[src/logic/memctl_pkg.sv]
// Memory dispatcher definitions
`default_nettype none

package memctl_pkg;

  // top address nibble of each region
  localparam logic [3:0] ROM_REGION      = 4'h0;
  localparam logic [3:0] CSR_REGION      = 4'h1;
  localparam logic [3:0] SDRAM_REGION_LO = 4'h2;
  localparam logic [3:0] SDRAM_REGION_HI = 4'h3;

  // size codes, anything above SIZE_32 is a burst of 2^(size-2) words
  localparam logic [2:0] SIZE_8  = 3'd0;
  localparam logic [2:0] SIZE_16 = 3'd1;
  localparam logic [2:0] SIZE_32 = 3'd2;

  // longest burst is 2^3 words
  localparam int MAX_BURST_LOG = 3;

  // purpose bit of a command
  localparam logic PURPOSE_IBUS = 1'b0;
  localparam logic PURPOSE_DBUS = 1'b1;

  typedef enum logic [1:0] {
    REGION_ROM,
    REGION_CSR,
    REGION_SDRAM,
    REGION_NONE
  } region_e;

  typedef enum logic [1:0] {
    RSP_ROM,
    RSP_CSR,
    RSP_SDRAM
  } rsp_src_e;

  // SDRAM view of a byte address, 16M halfwords = 32 MB
  typedef struct packed {
    logic [3:0]  top;
    logic [2:0]  spare;
    logic [23:0] hw_index;
    logic        byte_sel;
  } sdram_addr_s;

  typedef union packed {
    logic [31:0] raw;
    sdram_addr_s sdram;
  } cpu_addr_u;

  typedef struct packed {
    cpu_addr_u   addr;
    logic        write;
    logic [31:0] wdata;
    logic [3:0]  mask;
    logic [2:0]  size;
    region_e     region;
    logic        purpose;
  } mem_cmd_s;

endpackage

`default_nettype wire

[src/logic/memctl_cmd_arbiter.sv]
// Command arbiter
`timescale 1ns/10ps
`default_nettype none

module memctl_cmd_arbiter (
  input  logic                 clk_i,
  input  logic                 rst_i,
  input  logic                 dbus_cmd_valid_i,
  input  logic                 dbus_cmd_wr_i,
  input  logic [31:0]          dbus_cmd_addr_i,
  input  logic [31:0]          dbus_cmd_data_i,
  input  logic [3:0]           dbus_cmd_mask_i,
  input  logic [2:0]           dbus_cmd_size_i,
  input  logic                 ibus_cmd_valid_i,
  input  logic [31:0]          ibus_cmd_addr_i,
  input  logic [2:0]           ibus_cmd_size_i,
  input  logic                 idle_i,
  output logic                 dbus_cmd_ready_o,
  output logic                 ibus_cmd_ready_o,
  output memctl_pkg::mem_cmd_s cmd_o,
  output logic                 cmd_valid_o
);
  import memctl_pkg::*;

  logic     take_dbus;
  logic     take_ibus;
  mem_cmd_s next_cmd;

  // ready has to drop with no delay, otherwise a second command slips in
  assign dbus_cmd_ready_o = idle_i;
  // I-bus loses a tie so its command stays pending for the next slot
  assign ibus_cmd_ready_o = idle_i & ~dbus_cmd_valid_i;

  assign take_dbus = dbus_cmd_ready_o & dbus_cmd_valid_i;
  assign take_ibus = ibus_cmd_ready_o & ibus_cmd_valid_i;

  always_comb begin
    if (take_dbus) begin
      next_cmd.addr.raw = dbus_cmd_addr_i;
      next_cmd.write    = dbus_cmd_wr_i;
      next_cmd.wdata    = dbus_cmd_data_i;
      next_cmd.mask     = dbus_cmd_mask_i;
      next_cmd.size     = dbus_cmd_size_i;
      next_cmd.purpose  = PURPOSE_DBUS;
    end else begin
      // instruction fetch is always a read
      next_cmd.addr.raw = ibus_cmd_addr_i;
      next_cmd.write    = 1'b0;
      next_cmd.wdata    = '0;
      next_cmd.mask     = 4'hf;
      next_cmd.size     = ibus_cmd_size_i;
      next_cmd.purpose  = PURPOSE_IBUS;
    end
    case (next_cmd.addr.raw[31:28])
      ROM_REGION:                      next_cmd.region = REGION_ROM;
      CSR_REGION:                      next_cmd.region = REGION_CSR;
      SDRAM_REGION_LO, SDRAM_REGION_HI: next_cmd.region = REGION_SDRAM;
      default:                         next_cmd.region = REGION_NONE;
    endcase
  end

  always_ff @(posedge clk_i or posedge rst_i) begin
    if (rst_i) begin
      cmd_valid_o <= 1'b0;
    end else begin
      cmd_valid_o <= take_dbus | take_ibus;
    end
  end

  // command register holds until the next acceptance
  always_ff @(posedge clk_i) begin
    if (take_dbus | take_ibus) begin
      cmd_o <= next_cmd;
    end
  end

endmodule

`default_nettype wire

[src/logic/memctl_csr_master.sv]
// CSR bus master
`timescale 1ns/10ps
`default_nettype none

module memctl_csr_master (
  input  logic                 clk_i,
  input  logic                 rst_i,
  input  logic                 start_i,
  input  memctl_pkg::mem_cmd_s cmd_i,
  input  logic                 csr_ack_i,
  input  logic                 csr_stall_i,
  input  logic [31:0]          csr_dat_i,
  output logic                 csr_cyc_o,
  output logic                 csr_stb_o,
  output logic [3:0]           csr_adr_o,
  output logic                 csr_we_o,
  output logic [31:0]          csr_dat_o,
  output logic                 done_o,
  output logic [31:0]          rdata_o
);

  assign done_o = csr_cyc_o & csr_ack_i;

  always_ff @(posedge clk_i or posedge rst_i) begin
    if (rst_i) begin
      csr_cyc_o <= 1'b0;
      csr_stb_o <= 1'b0;
    end else if (start_i) begin
      csr_cyc_o <= 1'b1;
      csr_stb_o <= 1'b1;
    end else if (csr_cyc_o) begin
      // strobe is taken by the slave once stall is low
      if (!csr_stall_i || csr_ack_i) begin
        csr_stb_o <= 1'b0;
      end
      if (csr_ack_i) begin
        csr_cyc_o <= 1'b0;
      end
    end
  end

  always_ff @(posedge clk_i) begin
    if (start_i) begin
      csr_adr_o <= cmd_i.addr.raw[5:2];
      csr_we_o  <= cmd_i.write;
      csr_dat_o <= cmd_i.wdata;
    end
    if (done_o) begin
      rdata_o <= csr_dat_i;
    end
  end

endmodule

`default_nettype wire

[src/logic/memctl_rsp_mux.sv]
// Response router
`timescale 1ns/10ps
`default_nettype none

module memctl_rsp_mux (
  input  logic                 clk_i,
  input  logic                 rst_i,
  input  logic                 rsp_fire_i,
  input  memctl_pkg::rsp_src_e rsp_src_i,
  input  logic                 rsp_to_dbus_i,
  input  logic [31:0]          rom_data_i,
  input  logic [31:0]          csr_rdata_i,
  input  logic [31:0]          sdram_rdata_i,
  output logic                 dbus_rsp_valid_o,
  output logic [31:0]          dbus_rsp_data_o,
  output logic                 ibus_rsp_valid_o,
  output logic [31:0]          ibus_rsp_data_o
);
  import memctl_pkg::*;

  logic        fire_q;
  rsp_src_e    src_q;
  logic        to_dbus_q;
  logic [31:0] rsp_data;

  always_ff @(posedge clk_i or posedge rst_i) begin
    if (rst_i) begin
      fire_q <= 1'b0;
    end else begin
      fire_q <= rsp_fire_i;
    end
  end

  always_ff @(posedge clk_i) begin
    if (rsp_fire_i) begin
      src_q     <= rsp_src_i;
      to_dbus_q <= rsp_to_dbus_i;
    end
  end

  // ROM data is combinational and lines up with the registered ROM address
  always_comb begin
    case (src_q)
      RSP_CSR:   rsp_data = csr_rdata_i;
      RSP_SDRAM: rsp_data = sdram_rdata_i;
      default:   rsp_data = rom_data_i;
    endcase
  end

  assign dbus_rsp_valid_o = fire_q & to_dbus_q;
  assign ibus_rsp_valid_o = fire_q & ~to_dbus_q;
  assign dbus_rsp_data_o  = rsp_data;
  assign ibus_rsp_data_o  = rsp_data;

endmodule

`default_nettype wire

[src/logic/memctl_sdram_port.sv]
// SDRAM halfword port
`timescale 1ns/10ps
`default_nettype none

module memctl_sdram_port (
  input  logic                 clk_i,
  input  logic                 rst_i,
  input  logic                 start_i,
  input  memctl_pkg::mem_cmd_s cmd_i,
  input  logic                 sdram_rdy_i,
  input  logic [15:0]          sdram_rdata_i,
  output logic                 sdram_rd_o,
  output logic                 sdram_wr_o,
  output logic [23:0]          sdram_addr_o,
  output logic [15:0]          sdram_wdata_o,
  output logic [1:0]           sdram_wmask_o,
  output logic                 done_o,
  output logic [31:0]          rdata_o
);
  import memctl_pkg::*;

  logic two_half;
  logic last_half;
  logic hi_half;
  logic gap;

  // reads always fetch a full word, only narrow writes use a single halfword
  assign two_half  = ~(cmd_i.write & (cmd_i.size < SIZE_32));
  assign last_half = hi_half | ~two_half;
  assign done_o    = (sdram_rd_o | sdram_wr_o) & sdram_rdy_i & last_half;

  always_ff @(posedge clk_i or posedge rst_i) begin
    if (rst_i) begin
      sdram_rd_o <= 1'b0;
      sdram_wr_o <= 1'b0;
      hi_half    <= 1'b0;
      gap        <= 1'b0;
    end else if (start_i) begin
      sdram_rd_o <= ~cmd_i.write;
      sdram_wr_o <= cmd_i.write;
      hi_half    <= 1'b0;
      gap        <= 1'b0;
    end else if (gap) begin
      // request levels drop for one cycle between the two halves
      gap        <= 1'b0;
      sdram_rd_o <= ~cmd_i.write;
      sdram_wr_o <= cmd_i.write;
    end else if ((sdram_rd_o | sdram_wr_o) && sdram_rdy_i) begin
      sdram_rd_o <= 1'b0;
      sdram_wr_o <= 1'b0;
      if (!last_half) begin
        hi_half <= 1'b1;
        gap     <= 1'b1;
      end
    end
  end

  always_ff @(posedge clk_i) begin
    if (start_i) begin
      if (two_half) begin
        // low halfword at the even index goes first
        sdram_addr_o <= {cmd_i.addr.sdram.hw_index[23:1], 1'b0};
      end else begin
        sdram_addr_o <= cmd_i.addr.sdram.hw_index;
      end
      // narrow data is repeated across the word, so the low half always fits
      sdram_wdata_o <= cmd_i.wdata[15:0];
      if (cmd_i.size == SIZE_8) begin
        sdram_wmask_o <= cmd_i.mask[1:0] | cmd_i.mask[3:2];
      end else begin
        sdram_wmask_o <= 2'b11;
      end
    end else if (gap) begin
      sdram_addr_o[0] <= 1'b1;
      sdram_wdata_o   <= cmd_i.wdata[31:16];
    end
  end

  // read word assembly
  always_ff @(posedge clk_i) begin
    if (sdram_rd_o && sdram_rdy_i) begin
      if (hi_half) begin
        rdata_o[31:16] <= sdram_rdata_i;
      end else begin
        rdata_o[15:0] <= sdram_rdata_i;
      end
    end
  end

endmodule

`default_nettype wire

[src/logic/memctl_sequencer.sv]
// Transaction sequencer
`timescale 1ns/10ps
`default_nettype none

module memctl_sequencer (
  input  logic                 clk_i,
  input  logic                 rst_i,
  input  memctl_pkg::mem_cmd_s cmd_i,
  input  logic                 cmd_valid_i,
  input  logic                 sdram_done_i,
  input  logic                 csr_done_i,
  output logic                 idle_o,
  output logic [31:0]          rom_addr_o,
  output logic                 sdram_start_o,
  output logic                 csr_start_o,
  output logic                 rsp_fire_o,
  output memctl_pkg::rsp_src_e rsp_src_o,
  output logic                 rsp_to_dbus_o
);
  import memctl_pkg::*;

  typedef enum logic [2:0] {
    S_IDLE,
    S_ROM,
    S_CSR,
    S_SDRAM,
    S_FINISH
  } seq_state_e;

  seq_state_e               state;
  logic [MAX_BURST_LOG-1:0] beat_cnt;
  logic [MAX_BURST_LOG-1:0] burst_beats;
  logic                     start;
  logic                     rom_read;

  assign start    = cmd_valid_i & (state == S_IDLE);
  assign rom_read = start & (cmd_i.region == REGION_ROM) & ~cmd_i.write;

  // beats that follow the first one, oversized bursts are clipped
  always_comb begin
    if (cmd_i.size <= SIZE_32) begin
      burst_beats = '0;
    end else if (cmd_i.size - SIZE_32 >= 3'(MAX_BURST_LOG)) begin
      burst_beats = '1;
    end else begin
      burst_beats = MAX_BURST_LOG'((1 << (cmd_i.size - SIZE_32)) - 1);
    end
  end

  // cmd_valid_i already counts as busy, so ready drops right after acceptance
  assign idle_o        = (state == S_IDLE) & ~cmd_valid_i;
  assign csr_start_o   = start & (cmd_i.region == REGION_CSR);
  assign sdram_start_o = start & (cmd_i.region == REGION_SDRAM);

  // first ROM beat fires on the start cycle, the rest from S_ROM
  assign rsp_fire_o = rom_read | (state == S_ROM)
                    | ((state == S_CSR) & csr_done_i & ~cmd_i.write)
                    | ((state == S_SDRAM) & sdram_done_i & ~cmd_i.write);

  always_comb begin
    case (cmd_i.region)
      REGION_CSR:   rsp_src_o = RSP_CSR;
      REGION_SDRAM: rsp_src_o = RSP_SDRAM;
      default:      rsp_src_o = RSP_ROM;
    endcase
  end

  assign rsp_to_dbus_o = (cmd_i.purpose == PURPOSE_DBUS);

  always_ff @(posedge clk_i or posedge rst_i) begin
    if (rst_i) begin
      state    <= S_IDLE;
      beat_cnt <= '0;
    end else begin
      case (state)
        S_IDLE: begin
          if (cmd_valid_i) begin
            case (cmd_i.region)
              REGION_ROM: begin
                // ROM writes are dropped silently
                beat_cnt <= burst_beats;
                if (cmd_i.write || burst_beats == '0) begin
                  state <= S_FINISH;
                end else begin
                  state <= S_ROM;
                end
              end
              REGION_CSR:   state <= S_CSR;
              REGION_SDRAM: state <= S_SDRAM;
              default:      state <= S_FINISH;
            endcase
          end
        end
        S_ROM: begin
          beat_cnt <= beat_cnt - MAX_BURST_LOG'(1);
          if (beat_cnt == MAX_BURST_LOG'(1)) begin
            state <= S_FINISH;
          end
        end
        S_CSR: begin
          if (csr_done_i) begin
            state <= S_FINISH;
          end
        end
        S_SDRAM: begin
          if (sdram_done_i) begin
            state <= S_FINISH;
          end
        end
        default: state <= S_IDLE;
      endcase
    end
  end

  // the ROM address leads the response by one cycle, matching the mux register
  always_ff @(posedge clk_i) begin
    if (rom_read) begin
      rom_addr_o <= cmd_i.addr.raw;
    end else if (state == S_ROM) begin
      rom_addr_o <= rom_addr_o + 32'd4;
    end
  end

endmodule

`default_nettype wire

[src/logic/memctl_top.sv]
// Memory transaction dispatcher
`timescale 1ns/10ps
`default_nettype none

module memctl_top (
  input  logic        clk_i,
  input  logic        rst_i,
  // data bus
  input  logic        dbus_cmd_valid_i,
  output logic        dbus_cmd_ready_o,
  input  logic        dbus_cmd_wr_i,
  input  logic [31:0] dbus_cmd_addr_i,
  input  logic [31:0] dbus_cmd_data_i,
  input  logic [3:0]  dbus_cmd_mask_i,
  input  logic [2:0]  dbus_cmd_size_i,
  output logic        dbus_rsp_valid_o,
  output logic [31:0] dbus_rsp_data_o,
  // instruction bus
  input  logic        ibus_cmd_valid_i,
  output logic        ibus_cmd_ready_o,
  input  logic [31:0] ibus_cmd_addr_i,
  input  logic [2:0]  ibus_cmd_size_i,
  output logic        ibus_rsp_valid_o,
  output logic [31:0] ibus_rsp_data_o,
  // CSR bus
  output logic        csr_cyc_o,
  output logic        csr_stb_o,
  output logic [3:0]  csr_adr_o,
  output logic        csr_we_o,
  output logic [31:0] csr_dat_o,
  input  logic        csr_ack_i,
  input  logic        csr_stall_i,
  input  logic [31:0] csr_dat_i,
  // SDRAM, addressed in halfwords
  output logic        sdram_rd_o,
  output logic        sdram_wr_o,
  output logic [23:0] sdram_addr_o,
  output logic [15:0] sdram_wdata_o,
  output logic [1:0]  sdram_wmask_o,
  input  logic        sdram_rdy_i,
  input  logic [15:0] sdram_rdata_i,
  // boot ROM
  output logic [31:0] rom_addr_o,
  input  logic [31:0] rom_data_i
);
  import memctl_pkg::*;

  mem_cmd_s    cmd;
  logic        cmd_valid;
  logic        idle;
  logic        sdram_start;
  logic        sdram_done;
  logic        csr_start;
  logic        csr_done;
  logic        rsp_fire;
  rsp_src_e    rsp_src;
  logic        rsp_to_dbus;
  logic [31:0] csr_rdata;
  logic [31:0] sdram_rdata;

  memctl_cmd_arbiter memctl_cmd_arbiter_inst (
    .*,
    .idle_i      (idle),
    .cmd_o       (cmd),
    .cmd_valid_o (cmd_valid)
  );

  memctl_sequencer memctl_sequencer_inst (
    .*,
    .cmd_i         (cmd),
    .cmd_valid_i   (cmd_valid),
    .sdram_done_i  (sdram_done),
    .csr_done_i    (csr_done),
    .idle_o        (idle),
    .sdram_start_o (sdram_start),
    .csr_start_o   (csr_start),
    .rsp_fire_o    (rsp_fire),
    .rsp_src_o     (rsp_src),
    .rsp_to_dbus_o (rsp_to_dbus)
  );

  memctl_sdram_port memctl_sdram_port_inst (
    .*,
    .start_i (sdram_start),
    .cmd_i   (cmd),
    .done_o  (sdram_done),
    .rdata_o (sdram_rdata)
  );

  memctl_csr_master memctl_csr_master_inst (
    .*,
    .start_i (csr_start),
    .cmd_i   (cmd),
    .done_o  (csr_done),
    .rdata_o (csr_rdata)
  );

  memctl_rsp_mux memctl_rsp_mux_inst (
    .*,
    .rsp_fire_i    (rsp_fire),
    .rsp_src_i     (rsp_src),
    .rsp_to_dbus_i (rsp_to_dbus),
    .csr_rdata_i   (csr_rdata),
    .sdram_rdata_i (sdram_rdata)
  );

endmodule

`default_nettype wire

[config.mk]
export PLATFORM = sky130hd
export DESIGN_NAME = memctl_top
export DESIGN_NICKNAME = d
export VERILOG_FILES = /design/src/logic/memctl_pkg.sv /design/src/logic/memctl_cmd_arbiter.sv /design/src/logic/memctl_csr_master.sv /design/src/logic/memctl_rsp_mux.sv /design/src/logic/memctl_sdram_port.sv /design/src/logic/memctl_sequencer.sv /design/src/logic/memctl_top.sv
export SDC_FILE = /design/constraint.sdc
export NUM_CORES = 1
export LEC_CHECK = 0
export ABC_AREA = 1
export BUFFER_PORTS_ARGS = -buffer_cell sky130_fd_sc_hd__buf_2
export CAP_MARGIN = 20
export CORE_MARGIN = 4
export CORE_UTILIZATION = 55
export DETAILED_ROUTE_END_ITERATION = 8
export MAX_ROUTING_LAYER = met4
export PLACE_DENSITY = 0.93
export SLEW_MARGIN = 20
export SYNTH_ARGS = -nofsm -noshare
export SYNTH_HDL_FRONTEND = slang
export SYNTH_SLANG_ARGS = --single-unit
[constraint.sdc]
create_clock -name clk_i -period 8.15 [get_ports clk_i]
set_input_delay 1.2225 -clock clk_i [delete_from_list [all_inputs] [get_ports clk_i]]
set_output_delay 1.2225 -clock clk_i [all_outputs]
set_load 0.01 [all_outputs]
==> results.sh <==
export IMPL_cts_made_buffers=28
export IMPL_synth_top_family_by_area="simple AND/OR/NAND/NOR gates"
export IMPL_top_usage_layer="met2"
export IMPL_crit_path_top_delay_cell="inv_1"
export IMPL_crit_top_cell="inv_1"
export IMPL_coreArea_sq_um=21000
export IMPL_synthXorXnorAreaFrac_pct=1.04
export IMPL_grt_pass1_wl_mm=46.5
export IMPL_fin_crit_sh_pct=50.8
export IMPL_grt_pass1_vias=8802
export IMPL_die_w_um=154
export IMPL_clock_latency_ns=0.54
export IMPL_clock_sinks=267
export IMPL_avgSynthCellArea_sq_um=11.0
export IMPL_dp_final_hpwl_mm=22.7
export IMPL_grt_max_degree=66
export IMPL_synthMuxAreaShare_pct=0
export IMPL_yosys_area_share_simple_pct=18.6
export IMPL_synth_edf_count=253
export IMPL_hold_worst_slack_ns=0.440
export IMPL_maxCapViolations=0
export IMPL_setup_tns_ns=0
export IMPL_worstMarginPinSlew_ns=1.09
export IMPL_cts_tree="done"
export IMPL_grt_use_total_pct=25.5
export IMPL_crit_type="reg -> out"
export IMPL_cp_required_ns=6.93
export IMPL_drt_iter0_markers=708
export IMPL_synth_ff_type="edfxtp_1"
export IMPL_drt_wl_total_mm=30.9
export IMPL_skew_ns=0.0138
export IMPL_cts_root_buf="clkbuf_16"
export IMPL_grt_use_met2_pct=44.9
export IMPL_netlist_area_sq_um=11800
export IMPL_yosysTopAreaCell="edfxtp_1"
export IMPL_vias=8889
export IMPL_synth_top_cell_area_share_pct=64.5
export IMPL_status="finished, final reports clean"
export IMPL_post_drt_via_cell_ratio=5.18
export IMPL_cp_cell_sequence="inv_1 > ha_2 > buf_4 > inv_1 > nor2_1 > a21oi_1 > buf_2"
export IMPL_clkTransAtPathRegs_ns=0.06
export IMPL_num_rows=53
export IMPL_setup_viol=0
export IMPL_drc=0
export IMPL_die_area_sq_um=23800
export IMPL_critPathMaxFanout=33
export IMPL_hold_viol_final=0
export IMPL_drt_pass1_iterations=7
export IMPL_netlist_instances=1068
export IMPL_async_flop_share_pct=5.24
export IMPL_slew_violations=0
export IMPL_ir_worst_vdd_v=0.000216
export IMPL_gp_congestion=0.958
export IMPL_hold_buffers=0
export IMPL_synth_compound_area_share_pct=5.04
export IMPL_setup_worst_path_start_class="flip-flop"
export IMPL_cts_path_max_buffers=3
export IMPL_grtUsageMet3_pct=4.14
export IMPL_cpPeakStageDelay_ns=0.77
export IMPL_grt_overflow=0
export IMPL_utilization_pct=69.4
export IMPL_synth_fa_ha_area_share_pct=1.17
export IMPL_start_util_pct=56.0
export IMPL_synth_area_leaders="edfxtp_1, nand2_1, nor2_1"
export IMPL_met1_usage_pct=29.6
export IMPL_leakage_nw=6.31
export IMPL_rsz0062_at_grt="no"
export IMPL_max_slew_margin_pct=27.2
export IMPL_synth_most_common_cell="nand2_1"
export IMPL_io_buffer_count=376
export IMPL_hp_class="reg -> reg"
export IMPL_areaGrowthSynthToFinish_pct=23.9
export IMPL_ys_warn_count=0
export IMPL_antenna_found_initial=2
export IMPL_avgRoutedWirePerCell_um=18.0
export IMPL_worstPathArrival_ns=2.92
export IMPL_ys_seq_elements=267
export IMPL_p_per_area_nw_per_um2=292
export IMPL_fin_crit_ns=4.14
export IMPL_synth_commonest_cells="nand2_1, edfxtp_1, nor2_1, inv_1, a21oi_1"
export IMPL_drive_above_1_share_pct=32.6
export IMPL_end_kind="output pin"
export IMPL_ant_nets=0
export IMPL_synth_nets=1273
export IMPL_cts_resized=0
export IMPL_ioPinCount=377
export IMPL_cts_htree_levels=1
export IMPL_max_freq_mhz=242
export IMPL_chipHeight_um=154
export IMPL_final_nets=1625
export IMPL_ys_types=35
export IMPL_ys_seq_area_share_pct=67.5
export IMPL_post_cts_setup_buffers=0
-- power by group --
group	switching (W)	leakage (nW)	total (W)	internal (W)
Clock	0.000504	0.454	0.00127	0.000763
Combinational	0.000685	3.37	0.00102	0.000331
Sequential	0.000128	2.49	0.00198	0.00186
Total	0.00132	6.31	0.00427	0.00295
-- routing by layer --
layer,routed length [um],vias up
met3,2360,70
met5,0,-
met2,15900,455
met1,11400,4146
li1,-,4218
met4,1200,0
-- worst max-delay path, delay by kind of cell (launching register included) --
kind            cells  cell delay [ns]
simple gates        1             0.12
buf+inv             4             1.27
compound gates      1             0.28
fa+ha+maj           1             0.26
flops               1             0.42
-- state kept, by name, summed over array words and instances, names as in the netlist, 2 cells and up --
| signal | count |
|---|---|
| memctl_csr_master_inst.csr_dat_o | 32 |
| memctl_sdram_port_inst.rdata_o | 32 |
| memctl_cmd_arbiter_inst.cmd_o | 75 |
| memctl_sequencer_inst.state | 3 |
| memctl_sequencer_inst.rom_addr_o | 32 |
| memctl_sequencer_inst.beat_cnt | 3 |
| memctl_sdram_port_inst.sdram_wmask_o | 2 |
| memctl_sdram_port_inst.sdram_addr_o | 24 |
| memctl_sdram_port_inst.sdram_wdata_o | 16 |
| memctl_rsp_mux_inst.src_q | 2 |
| memctl_csr_master_inst.csr_adr_o | 4 |
| memctl_csr_master_inst.rdata_o | 32 |
-- area by class of cell --
class	count	area (sq um)
Sequential cell	267	7950
Fill cell	1473	6430
Multi-Input combinational cell	648	3060
Timing Repair Buffer	386	1980
Clock buffer	33	729
Tap cell	275	344
Inverter	89	335
Clock inverter	17	193
Antenna cell	2	5.00
-- worst paths after layout --
kind,slack (ns),to,cells past startpoint,from
min in group asynchronous,0.77,memctl_sequencer_inst.state[2],2,rst_i
max in group asynchronous,6.96,memctl_csr_master_inst.csr_cyc_o,2,rst_i
hold / removal,0.44,memctl_rsp_mux_inst.to_dbus_q,0,memctl_cmd_arbiter_inst.cmd_o[0]
hold reg to reg,0.44,memctl_rsp_mux_inst.to_dbus_q,0,memctl_cmd_arbiter_inst.cmd_o[0]
setup reg to reg,5.28,memctl_sequencer_inst.rom_addr_o[16],8,memctl_cmd_arbiter_inst.cmd_o[2]
setup / recovery,4.01,ibus_rsp_data_o[30],7,memctl_rsp_mux_inst.src_q[0]
-- placed cells by master (no fill, tap or decap), types with 4 or more instances in the layout --
cell / instances
dfrtp_1: 14
buf_4: 9
clkinv_1: 6
clkinv_2: 6
inv_2: 8
nor2_4: 23
edfxtp_1: 253
clkbuf_1: 4
nand3b_1: 8
xor2_1: 6
o21ai_0: 28
inv_1: 80
or2_1: 4
bufinv_16: 4
a21oi_1: 70
clkbuf_16: 28
ha_1: 10
xnor2_1: 8
nand3_1: 13
buf_2: 376
nor2_1: 108
a21boi_0: 5
nand2_1: 342
-- metrics by stage --
step,std cells,cell area (sq um),power [W],worst slack [ns]
after floorplan,1068,11800,0.00268,3.24
after global placement,1664,13600,0.00294,4.82
after detailed placement,1664,13600,0.00301,4.58
after CTS,1714,14600,0.00428,3.98
after global routing,1717,14600,0.00448,3.81
final,1717,14600,0.00427,4.01
-- cells by family after synthesis --
group,count (synthesis)
DFF,267
adders and majority gates,11
buffers and inverters,153
xor gates and xnor gates,14
and+or+nand+nor,511
AOI/OAI and AO/OA,112
Power figures use the tool's default switching activity.
